===== config.mk =====
export PLATFORM = sky130hd
export DESIGN_NAME = net_node_top
export DESIGN_NICKNAME = d
export VERILOG_FILES = /design/src/hw/net_node_pkg.sv /design/src/hw/rx_frame_capture.sv /design/src/hw/hdr_route_decode.sv /design/src/hw/tx_frame_sender.sv /design/src/hw/node_ctrl.sv /design/src/hw/net_node_top.sv
export SDC_FILE = /design/constraint.sdc
export NUM_CORES = 1
export LEC_CHECK = 0
export ABC_AREA = 1
export BUFFER_PORTS_ARGS = -buffer_cell sky130_fd_sc_hd__buf_2
export CAP_MARGIN = 25
export CORE_AREA = 2 2 237 216
export DETAILED_ROUTE_END_ITERATION = 8
export DIE_AREA = 0 0 239 218
export PLACE_DENSITY = 0.69
export SKIP_LAST_GASP = 1
export SLEW_MARGIN = 10
export SYNTH_ARGS = -nofsm -noshare
export SYNTH_HDL_FRONTEND = slang
export SYNTH_SLANG_ARGS = --single-unit
export TNS_END_PERCENT = 10

===== constraint.sdc =====
create_clock -name user_clk -period 8.8 [get_ports user_clk]
set_input_delay 0.88 -clock user_clk [delete_from_list [all_inputs] [get_ports user_clk]]
set_output_delay 0.88 -clock user_clk [all_outputs]
set_load 0.005 [all_outputs]

===== src/hw/net_node_pkg.sv =====
`default_nettype none

package net_node_pkg;

   ////////////////////////////////////////////////////////////////////////////
   // widths

   localparam int LINK_W    = 64;                  // one link beat
   localparam int NODE_ID_W = 10;                  // node address

   typedef logic [NODE_ID_W-1:0] node_id_t;        // all ones in dst = broadcast
   typedef logic [9:0]           hop_step_t;       // all ones = hops used up

   ////////////////////////////////////////////////////////////////////////////
   // frame layout

   typedef struct packed {
      logic [3:0]  rsvd;                           // reserved
      logic [3:0]  op;                             // opcode
      logic [5:0]  flags;
      node_id_t    dst;                            // destination node
      node_id_t    src;                            // source node
      hop_step_t   step;                           // hop counter
      logic [19:0] tag;
   } net_hdr_t;                                    // 64 bits, one beat

   typedef struct packed {
      net_hdr_t          hdr;                      // first beat
      logic [LINK_W-1:0] data;                     // second beat
   } net_frame_t;

   // link beat, ready travels back on its own wire
   typedef struct packed {
      logic              valid;
      logic              last;                     // high on the data beat
      logic [LINK_W-1:0] data;
   } link_beat_t;

   ////////////////////////////////////////////////////////////////////////////
   // enums and commands

   typedef enum logic {
      CH_A,                                        // ring direction
      CH_B                                         // answer direction
   } chan_e;

   typedef enum logic [1:0] {
      ROUTE_DISCARD,
      ROUTE_PROCESS,
      ROUTE_FORWARD
   } route_e;

   typedef struct packed {
      chan_e      chan;                            // arrival channel
      net_frame_t frame;
   } node_cmd_t;                                   // 129 bits

   typedef enum logic [1:0] {
      ST_NOT_RDY,
      ST_IDLE,
      ST_DECODE,
      ST_SEND
   } ctrl_state_e;

endpackage

`default_nettype wire


===== src/hw/rx_frame_capture.sv =====
`default_nettype none

module rx_frame_capture import net_node_pkg::*; (
   input  wire              user_clk,
   input  wire              user_rst,
   input  wire link_beat_t  beat_i,                // receive link
   output logic             ready_o,
   input  wire              take_i,                // controller took the frame
   output logic             frame_valid_o,
   output net_frame_t       frame_o
);

   logic              wait_hdr_q;                  // next beat is a header
   logic              held_q;                      // full frame waiting
   logic              xfer;
   net_hdr_t          hdr_q;
   logic [LINK_W-1:0] data_q;

   assign ready_o       = ~held_q;                 // no overwrite of a held frame
   assign xfer          = beat_i.valid & ready_o;
   assign frame_valid_o = held_q;
   assign frame_o       = '{hdr: hdr_q, data: data_q};

   always_ff @(posedge user_clk, posedge user_rst) begin
      if (user_rst) begin
         wait_hdr_q <= 1'b1;
         held_q     <= 1'b0;
      end else begin
         if (take_i)
            held_q <= 1'b0;                        // ready again next cycle
         if (xfer) begin
            if (wait_hdr_q) begin
               if (!beat_i.last)
                  wait_hdr_q <= 1'b0;              // lone last beat is dropped
            end else if (beat_i.last) begin
               wait_hdr_q <= 1'b1;
               held_q     <= 1'b1;                 // frame complete
            end
         end
      end
   end

   // payload
   always_ff @(posedge user_clk) begin
      if (xfer) begin
         if (wait_hdr_q && !beat_i.last)
            hdr_q <= beat_i.data;
         else if (!wait_hdr_q && beat_i.last)
            data_q <= beat_i.data;
      end
   end

   // a held frame stays intact until the controller takes it
   a_held_frame_stable : assert property (
      @(posedge user_clk) disable iff (user_rst)
      (frame_valid_o && !take_i) |=> (frame_valid_o && $stable(frame_o))
   );

endmodule

`default_nettype wire


===== src/hw/hdr_route_decode.sv =====
`default_nettype none

module hdr_route_decode import net_node_pkg::*; (
   input  wire net_hdr_t  hdr_i,                   // header under decision
   input  wire node_id_t  node_id_i,               // own address
   output route_e         route_o,
   output net_hdr_t       fwd_hdr_o                // header for the next hop
);

   logic id_ok;                                    // node has an address
   logic exhausted;                                // no hops left
   logic to_all;
   logic to_me;
   logic from_me;                                  // came back around the ring

   assign id_ok     = |node_id_i;
   assign exhausted = id_ok & (&hdr_i.step);
   assign to_all    = &hdr_i.dst;
   assign to_me     = id_ok & (hdr_i.dst == node_id_i);
   assign from_me   = (hdr_i.src == node_id_i);

   always_comb begin
      if (exhausted)
         route_o = ROUTE_DISCARD;
      else if (to_all || to_me || from_me)
         route_o = ROUTE_PROCESS;
      else
         route_o = ROUTE_FORWARD;
   end

   // same header, one more hop, wraps to zero
   always_comb begin
      fwd_hdr_o      = hdr_i;
      fwd_hdr_o.step = hdr_i.step + 1'b1;
   end

endmodule

`default_nettype wire


===== src/hw/tx_frame_sender.sv =====
`default_nettype none

module tx_frame_sender import net_node_pkg::*; (
   input  wire              user_clk,
   input  wire              user_rst,
   input  wire              start_i,               // load a frame
   input  wire net_frame_t  frame_i,
   input  wire chan_e       chan_i,
   input  wire              abort_i,               // drop the frame in flight
   output logic             busy_o,
   output link_beat_t       tx_a_o,
   input  wire              tx_a_ready_i,
   output link_beat_t       tx_b_o,
   input  wire              tx_b_ready_i
);

   logic       busy_q;
   logic       data_ph_q;                          // 0 header, 1 data
   chan_e      chan_q;
   net_frame_t frame_q;
   link_beat_t beat;                               // beat on the chosen link
   logic       ready_sel;
   logic       xfer;
   logic       load;

   assign load      = start_i & ~busy_q;
   assign ready_sel = (chan_q == CH_B) ? tx_b_ready_i : tx_a_ready_i;
   assign xfer      = beat.valid & ready_sel;
   assign busy_o    = busy_q;

   assign beat.valid = busy_q;
   assign beat.last  = data_ph_q;
   assign beat.data  = data_ph_q ? frame_q.data : frame_q.hdr;

   assign tx_a_o = (chan_q == CH_A) ? beat : '0;   // other link stays quiet
   assign tx_b_o = (chan_q == CH_B) ? beat : '0;

   always_ff @(posedge user_clk, posedge user_rst) begin
      if (user_rst) begin
         busy_q    <= 1'b0;
         data_ph_q <= 1'b0;
         chan_q    <= CH_A;
      end else if (abort_i) begin
         busy_q    <= 1'b0;                        // frame abandoned
         data_ph_q <= 1'b0;
      end else if (load) begin
         busy_q    <= 1'b1;
         data_ph_q <= 1'b0;
         chan_q    <= chan_i;
      end else if (xfer) begin
         if (data_ph_q) begin
            busy_q    <= 1'b0;                     // last beat gone
            data_ph_q <= 1'b0;
         end else begin
            data_ph_q <= 1'b1;
         end
      end
   end

   always_ff @(posedge user_clk) begin
      if (load)
         frame_q <= frame_i;
   end

   // stream rule, a stalled beat holds until it transfers
   a_beat_stable : assert property (
      @(posedge user_clk) disable iff (user_rst)
      (beat.valid && !ready_sel && !abort_i) |=> $stable(beat)
   );

endmodule

`default_nettype wire


===== src/hw/node_ctrl.sv =====
`default_nettype none

module node_ctrl import net_node_pkg::*; #(
   parameter int TIMEOUT_W = 10                    // stall limit 2**(TIMEOUT_W-1)
) (
   input  wire              user_clk,
   input  wire              user_rst,
   input  wire [1:0]        chan_up_i,             // link A and B up
   // captures
   input  wire              a_valid_i,
   input  wire net_frame_t  a_frame_i,
   output logic             a_take_o,
   input  wire              b_valid_i,
   input  wire net_frame_t  b_frame_i,
   output logic             b_take_o,
   // decoder
   output net_hdr_t         cur_hdr_o,
   input  wire route_e      route_i,
   input  wire net_hdr_t    fwd_hdr_i,
   // sender
   output logic             send_start_o,
   output net_frame_t       send_frame_o,
   output chan_e            send_chan_o,
   output logic             send_abort_o,
   input  wire              busy_i,
   // local side
   input  wire              loc_valid_i,
   input  wire net_frame_t  loc_frame_i,
   input  wire chan_e       loc_chan_i,
   output logic             loc_ready_o,
   output logic             cmd_valid_o,
   output node_cmd_t        cmd_o,
   output logic             ready_o
);

   ctrl_state_e          state_q;
   ctrl_state_e          state_d;
   logic [TIMEOUT_W-1:0] stall_cnt_q;
   logic                 time_out;
   logic                 drop;                     // fall back to not ready
   net_frame_t           cur_frame_q;              // frame under decision
   chan_e                cur_chan_q;

   assign time_out     = stall_cnt_q[TIMEOUT_W-1];
   assign drop         = time_out | ~&chan_up_i;
   assign send_abort_o = drop;
   assign ready_o      = (state_q != ST_NOT_RDY);
   assign cur_hdr_o    = cur_frame_q.hdr;
   assign cmd_o        = '{chan: cur_chan_q, frame: cur_frame_q}; // stable until next take

   ////////////////////////////////////////////////////////////////////////////
   // next state, A over B over local

   always_comb begin
      state_d      = state_q;
      a_take_o     = 1'b0;
      b_take_o     = 1'b0;
      loc_ready_o  = 1'b0;
      send_start_o = 1'b0;
      send_frame_o = cur_frame_q;
      send_chan_o  = cur_chan_q;
      case (state_q)
         ST_NOT_RDY: begin
            if (&chan_up_i)
               state_d = ST_IDLE;
         end
         ST_IDLE: begin
            loc_ready_o = ~a_valid_i & ~b_valid_i & ~busy_i;
            if (a_valid_i) begin
               a_take_o = 1'b1;
               state_d  = ST_DECODE;
            end else if (b_valid_i) begin
               b_take_o = 1'b1;
               state_d  = ST_DECODE;
            end else if (loc_valid_i && loc_ready_o) begin
               send_start_o = 1'b1;                // local frame goes out as is
               send_frame_o = loc_frame_i;
               send_chan_o  = loc_chan_i;
               state_d      = ST_SEND;
            end
         end
         ST_DECODE: begin
            if (route_i == ROUTE_FORWARD) begin
               send_start_o = 1'b1;                // back out on arrival channel
               send_frame_o = '{hdr: fwd_hdr_i, data: cur_frame_q.data};
               state_d      = ST_SEND;
            end else begin
               state_d = ST_IDLE;                  // process or discard
            end
         end
         ST_SEND: begin
            if (!busy_i)
               state_d = ST_IDLE;
         end
         default: state_d = ST_NOT_RDY;
      endcase
      if (drop) begin
         state_d      = ST_NOT_RDY;
         a_take_o     = 1'b0;
         b_take_o     = 1'b0;
         loc_ready_o  = 1'b0;
         send_start_o = 1'b0;
      end
   end

   always_ff @(posedge user_clk, posedge user_rst) begin
      if (user_rst) begin
         state_q     <= ST_NOT_RDY;
         stall_cnt_q <= '0;
         cmd_valid_o <= 1'b0;
      end else begin
         state_q <= state_d;
         if (state_q == ST_DECODE || state_q == ST_SEND)
            stall_cnt_q <= stall_cnt_q + 1'b1;     // busy outside idle
         else
            stall_cnt_q <= '0;
         cmd_valid_o <= (state_q == ST_DECODE) && (route_i == ROUTE_PROCESS) && !drop;
      end
   end

   // frame latch
   always_ff @(posedge user_clk) begin
      if (a_take_o) begin
         cur_frame_q <= a_frame_i;
         cur_chan_q  <= CH_A;
      end else if (b_take_o) begin
         cur_frame_q <= b_frame_i;
         cur_chan_q  <= CH_B;
      end
   end

   // each processed frame yields exactly one command pulse
   a_cmd_single : assert property (
      @(posedge user_clk) disable iff (user_rst)
      cmd_valid_o |=> !cmd_valid_o
   );

endmodule

`default_nettype wire


===== src/hw/net_node_top.sv =====
`default_nettype none

module net_node_top import net_node_pkg::*; #(
   parameter int TIMEOUT_W = 10
) (
   input  wire              user_clk,
   input  wire              user_rst,
   input  wire node_id_t    node_id_i,
   input  wire [1:0]        chan_up_i,
   // receive links
   input  wire link_beat_t  rx_a_i,
   output logic             rx_a_ready_o,
   input  wire link_beat_t  rx_b_i,
   output logic             rx_b_ready_o,
   // transmit links
   output link_beat_t       tx_a_o,
   input  wire              tx_a_ready_i,
   output link_beat_t       tx_b_o,
   input  wire              tx_b_ready_i,
   // local side
   input  wire              loc_valid_i,
   input  wire net_frame_t  loc_frame_i,
   input  wire chan_e       loc_chan_i,
   output logic             loc_ready_o,
   output logic             cmd_valid_o,
   output node_cmd_t        cmd_o,
   output logic             ready_o
);

   logic       a_valid, a_take;
   logic       b_valid, b_take;
   net_frame_t a_frame, b_frame;
   net_hdr_t   cur_hdr, fwd_hdr;
   route_e     route;
   logic       send_start, send_abort, send_busy;
   net_frame_t send_frame;
   chan_e      send_chan;

   rx_frame_capture i_rx_a (                       // ring direction
      .user_clk      (user_clk),
      .user_rst      (user_rst),
      .beat_i        (rx_a_i),
      .ready_o       (rx_a_ready_o),
      .take_i        (a_take),
      .frame_valid_o (a_valid),
      .frame_o       (a_frame)
   );

   rx_frame_capture i_rx_b (                       // answer direction
      .user_clk      (user_clk),
      .user_rst      (user_rst),
      .beat_i        (rx_b_i),
      .ready_o       (rx_b_ready_o),
      .take_i        (b_take),
      .frame_valid_o (b_valid),
      .frame_o       (b_frame)
   );

   hdr_route_decode i_hdr_route_decode (
      .hdr_i     (cur_hdr),
      .node_id_i (node_id_i),
      .route_o   (route),
      .fwd_hdr_o (fwd_hdr)
   );

   node_ctrl #(
      .TIMEOUT_W (TIMEOUT_W)
   ) i_node_ctrl (
      .user_clk     (user_clk),
      .user_rst     (user_rst),
      .chan_up_i    (chan_up_i),
      .a_valid_i    (a_valid),
      .a_frame_i    (a_frame),
      .a_take_o     (a_take),
      .b_valid_i    (b_valid),
      .b_frame_i    (b_frame),
      .b_take_o     (b_take),
      .cur_hdr_o    (cur_hdr),
      .route_i      (route),
      .fwd_hdr_i    (fwd_hdr),
      .send_start_o (send_start),
      .send_frame_o (send_frame),
      .send_chan_o  (send_chan),
      .send_abort_o (send_abort),
      .busy_i       (send_busy),
      .loc_valid_i  (loc_valid_i),
      .loc_frame_i  (loc_frame_i),
      .loc_chan_i   (loc_chan_i),
      .loc_ready_o  (loc_ready_o),
      .cmd_valid_o  (cmd_valid_o),
      .cmd_o        (cmd_o),
      .ready_o      (ready_o)
   );

   tx_frame_sender i_tx_frame_sender (
      .user_clk     (user_clk),
      .user_rst     (user_rst),
      .start_i      (send_start),
      .frame_i      (send_frame),
      .chan_i       (send_chan),
      .abort_i      (send_abort),
      .busy_o       (send_busy),
      .tx_a_o       (tx_a_o),
      .tx_a_ready_i (tx_a_ready_i),
      .tx_b_o       (tx_b_o),
      .tx_b_ready_i (tx_b_ready_i)
   );

endmodule

`default_nettype wire


Word level (Yosys, flattened, before mapping)
Index checks and enable logic that the tools add are counted.
Widths: inputs -> output; s select.
{ "classes": {"n_addsub": 2, "n_eq_ne": 10, "mux": 59, "n_bitwise": 15, "n_reduce_logical": 32} }
{ "ops": {"columns": ["op", "count"], "rows": [
  ["$mux 128", 5],
  ["$pmux 128 s2", 1],
  ["$mux 66", 2],
  ["$mux 94", 1],
  ["$mux 64", 1],
  ["$mux 1", 37],
  ["$add 10x1->10 const B", 2],
  ["$eq 10x10->1", 2],
  ["$reduce_and 10->1", 2],
  ["$mux 2", 9],
  ["$mux 10", 1],
  ["$reduce_and 2->1", 5],
  ["$reduce_or 10->1", 1],
  ["$reduce_and 3->1", 3],
  ["$and 1x1->1", 8],
  ["$pmux 2 s4", 1],
  ["$logic_and 1x1->1", 7],
  ["$eq 2x2->1 const B", 3],
  ["$logic_not 1->1", 6],
  ["$not 1->1", 6],
  ["$reduce_bool 3->1", 2],
  ["$ne 5x3->1 const B", 1],
  ["$eq 2x1->1 const B", 2],
  ["$reduce_bool 2->1", 2],
  ["other kinds (6)", 8]
]} }
{ "totals": {"register_bits": 533, "input_bits": 278, "output_inout_bits": 266, "word_cells": 161} }

Longest topological paths before layout
{ "depth": {"word_depth": 13, "ltp_mapped": 13, "depth_no_buf": 12} }

By module
Synthesis repeated with hierarchy kept, for this count alone.
{ "unflattened": {"cells_unflattened": 2203, "hier_area_um2": 23841.6} }
{ "by_module_without_submodules": {"columns": ["module", "instances", "cells_each", "area_per_inst_um2"], "rows": [
  ["node_ctrl", 1, 1359, 9608.0],
  ["rx_frame_capture", 2, 142, 3947.5],
  ["tx_frame_sender", 1, 372, 5295.1],
  ["hdr_route_decode", 1, 188, 1043.5]
]} }

Worst setup path before layout
OpenSTA, ideal clock, no wires.
{ "synth_path": {"path_type": "input-to-reg", "from": "input chan_up_i[0]", "to": "register i_node_ctrl.cur_frame_q, in the netlist i_node_ctrl.cmd_o[0], enable pin", "setup_time_ps": 616, "t_arrival_ps": 6559, "required_time_ps": 8184, "slack_ps": 1624, "stages": 4, "n_path_buf": 0, "path_cell_list": "nand3_1 -> nor2_1 -> inv_1 -> nor2_1"} }
{ "synth_via": {"elab_chain_len": 5, "word_cells_on_any_way": 6, "cone_classes": "mux (2); bitwise (1); reduce/logical (3)"} }
{ "synth_rtl": {"columns": ["element", "line", "text"], "rows": [
  ["from (decl)", "net_node_top.sv:9", "input wire [1:0] chan_up_i,"],
  ["$reduce_and 2->1 (*)", "node_ctrl.sv:45", "assign drop = time_out | ~&chan_up_i;"],
  ["$logic_not 1->1 (*)", "node_ctrl.sv:45", null],
  ["$or 1x1->1 (*)", "node_ctrl.sv:45", null],
  ["$mux 1", "node_ctrl.sv:97", "if (drop) begin"],
  ["$reduce_bool 2->1 (no line) (*)", null, null],
  ["to (signal assigned)", "node_ctrl.sv:124", "cur_frame_q <= a_frame_i;"],
  ["to (signal assigned)", "node_ctrl.sv:127", "cur_frame_q <= b_frame_i;"],
  ["to (decl)", "node_ctrl.sv:41", "net_frame_t cur_frame_q;"]
]} }
Every way passes the cells marked *; elsewhere a longest branch is shown, timed or not.
A chain may end at the register's enable or synchronous reset.

==> summary.md <==
| Metric | Value |
|---|---|
| Status | finished, final reports clean |
| RSZ-0062 raised after global routing | false |
| Cells on worst reg2reg path | 12 |
| Pre-CTS WS | 4.28 ns |
| Initial antenna violation count | 12 |
| Post-Syn Area per Cell | 11.6 sq um |
| Drt pass-1 iters | 6 |
| Slew @ Worst Pin | 1.04 ns |
| Number of synthesized register bits | 533 |
| Final setup fails | 0 |
| Total congestion overflow | 0 |
| Final core utilization | 54.8% |
| Hold Path Class | in2async |
| Vias post-DR | 16200 |
| Clock sink count | 533 |
| Worst skew pair latency | 0.60 ns |
| Number of global-route vias before repair | 15400 |
| Final Skew | 0.0345 ns |
| Routed wire length | 64.8 mm |
| TNS Setup | 0 ns |
| CTS tree | yes |
| Layout area overhead | 23.0% |
| Clock transition at path regs | 0.06 ns |
| DP HPWL | 43.8 mm |
| CTS H-Tree Depth | 2 |
| Worst Path Arrival | 3.05 ns |
| Synthesized instance count | 1908 |
| Fillers | 4267 |
| Critical-path maximum fanout | 38 |
| Num CTS Buffers | 55 |
| Gpl congestion | 0.917 |
| Yosys warns | 0 |
| CP required | 7.92 ns |
| # port buffers | 543 |
| Area leader, netlist | edfxtp_1 |
| Yosys cell types | 37 |
| Seq/Total Area, Yosys | 71.7% |
| Hold slack | 0.443 ns |
| Yosys top cell area share | 69.3% |
| Syn Std Cell Area | 0.0222 sq mm |
| Post_cts resized | 0 |
| Fraction of layout cells with a size suffix above 1 | 27.1% |
| Die ar. | 0.0521 sq mm |
| Prevailing post-synth register cell | edfxtp_1 |
| CTS Hold Buffers Added | 0 |
| Synth async-reset ratio | 3.75% |
| CORE AREA | 0.0498 sq mm |
| Global-route wire length before repair | 93.9 mm |
| Top cells by area, synth | edfxtp_1 (69%), nand2_1 (8.7%), o21ai_0 (4.4%) |
| Chip Height | 218 um |
| Setup bufs post-CTS | 0 |
| GRT Overall Usage | 24.2% |
| Pwr dens | 208 mW/mm^2 |
| Synthesized net count | 2192 |
| Tmin final | 3.93 ns |
| Bufs on Longest Clock Path | 3 |
| Number of DRC markers in iteration 0 | 1519 |
| Setup crit start kind | register |
| F_max | 0.254 GHz |
| Routed len/inst | 20.7 um |
| Kind of critical path | reg2out |
| Post-synth EDFFs | 512 |
| Setup ws final | 4.87 ns |
| VDD IR max | 0.167 mV |
| Placement Rows | 78 |
| Largest net degree at the start of global routing | 82 |
| Endpoint type of the worst setup path | output port |
| Final Hold Fails | 0 |
| Power Total | 5680 uW |
| Leakage | 0.0115 uW |
| Slew headroom | 30.9% |
| Max_cap viols | 0 |
| Synth cell count leaders | edfxtp_1 (512), nand2_1 (512), inv_1 (194), o21ai_0 (194), nor2_1 (184) |
| Root Buffer | clkbuf_16 |
| Die W | 239 um |
| I/O pin count | 544 |
| DRC viols | 0 |
| Remaining antenna violation count | 0 |
| Max-slew violations | 0 |
| Starting Density | 44.5% |
| Fin crit share | 44.7% |
| Via density per instance | 5.18 |
| Fin nets | 2720 |
layout make-up:
type	count	area [sq um]	share of cell area (%)
diodes	11	27.5	0.101
clock buffers	64	1460	5.36
clock inverters	36	312	1.14
inverters	198	752	2.76
multi-input cells	1082	5100	18.7
flip-flops and latches	533	15900	58.3
well taps	640	801	2.94
repair buffers	566	2910	10.7
worst max-delay path, stage by stage (launching register included):
cell     delay (ns)
dfrtp_4        0.82
buf_4          0.74
mux2i_1        0.63
nor2_1         0.08
buf_2          0.16
layout by cell type, fill, tap and decap left out, types with 11 or more instances in the layout:
cell type,n
clkinv_1,11
inv_1,191
o22ai_1,22
nand3_1,21
clkbuf_16,57
a21oi_1,15
diode_2,11
nor2_1,180
buf_2,543
nand4_1,13
dfrtp_1,16
buf_4,22
edfxtp_1,512
mux2i_1,64
nand2_1,512
clkinv_2,15
o21ai_0,194
layer usage:
layer / vias to the layer above / GRT usage, % / wire length [um]
li1: 7514 / - / -
met1: 7838 / 32.7 / 26400
met2: 733 / 39.9 / 31600
met3: 114 / 3.96 / 4920
met4: 2 / 8.27 / 1880
met5: - / 0 / 14
logic make-up after synthesis:
logic type	Yosys count	share of synthesized area [%]
AND/OR/NAND/NOR	752	13.3
multiplexers	64	2.89
flip-flops	533	71.7
buffers and inverters	293	5.45
adder cells (fa/ha/maj)	6	0.339
AO/OA/AOI/OAI	252	6.01
XOR/XNOR	8	0.316
where the power goes:
part	leakage, uW	internal (uW)	switching (uW)	total [uW]
registers	0.00490	2930	49.1	2970
logic	0.00573	134	284	418
clock network	0.000877	1330	960	2290
total	0.0115	4390	1290	5680
registers in the layout (all words and copies together) (netlist names):
| name | cells |
|---|---|
| i_tx_frame_sender.data_ph_q | 1 |
| i_tx_frame_sender.frame_q | 128 |
| i_rx_a.wait_hdr_q | 1 |
| i_node_ctrl.cmd_o | 128 |
| i_rx_b.frame_valid_o | 1 |
| i_rx_b.data_q | 64 |
| i_node_ctrl.state_q | 2 |
| i_node_ctrl.cur_chan_q | 1 |
| i_tx_frame_sender.chan_q | 1 |
| i_rx_a.frame_valid_o | 1 |
| i_node_ctrl.cmd_valid_o | 1 |
| i_rx_a.frame_o | 64 |
| i_rx_a.data_q | 64 |
| i_rx_b.wait_hdr_q | 1 |
| i_rx_b.frame_o | 64 |
| i_tx_frame_sender.busy_o | 1 |
| i_node_ctrl.stall_cnt_q | 10 |
path summary, 6_finish.rpt:
kind,slack (ns),endpoint,start
max,4.87,tx_a_o[42],i_tx_frame_sender.data_ph_q
min,0.44,i_tx_frame_sender.busy_o,user_rst
max reg2reg,4.94,i_tx_frame_sender.frame_q[57],i_node_ctrl.cmd_o[84]
min reg2reg,0.47,i_node_ctrl.stall_cnt_q[0],i_node_ctrl.stall_cnt_q[0]
max in group asynchronous,7.80,i_tx_frame_sender.chan_q,user_rst
min in group user_clk,0.47,i_rx_b.frame_o[115],rx_b_i[51]
metrics by stage:
stage                     instances  cell area [sq um]
after global placement         3018              25400
after detailed placement       3018              25400
after global routing           3128              27300
after floorplan                1908              22200
after CTS                      3118              27200
final                          3130              27300
(Power assumes the default switching activity.)
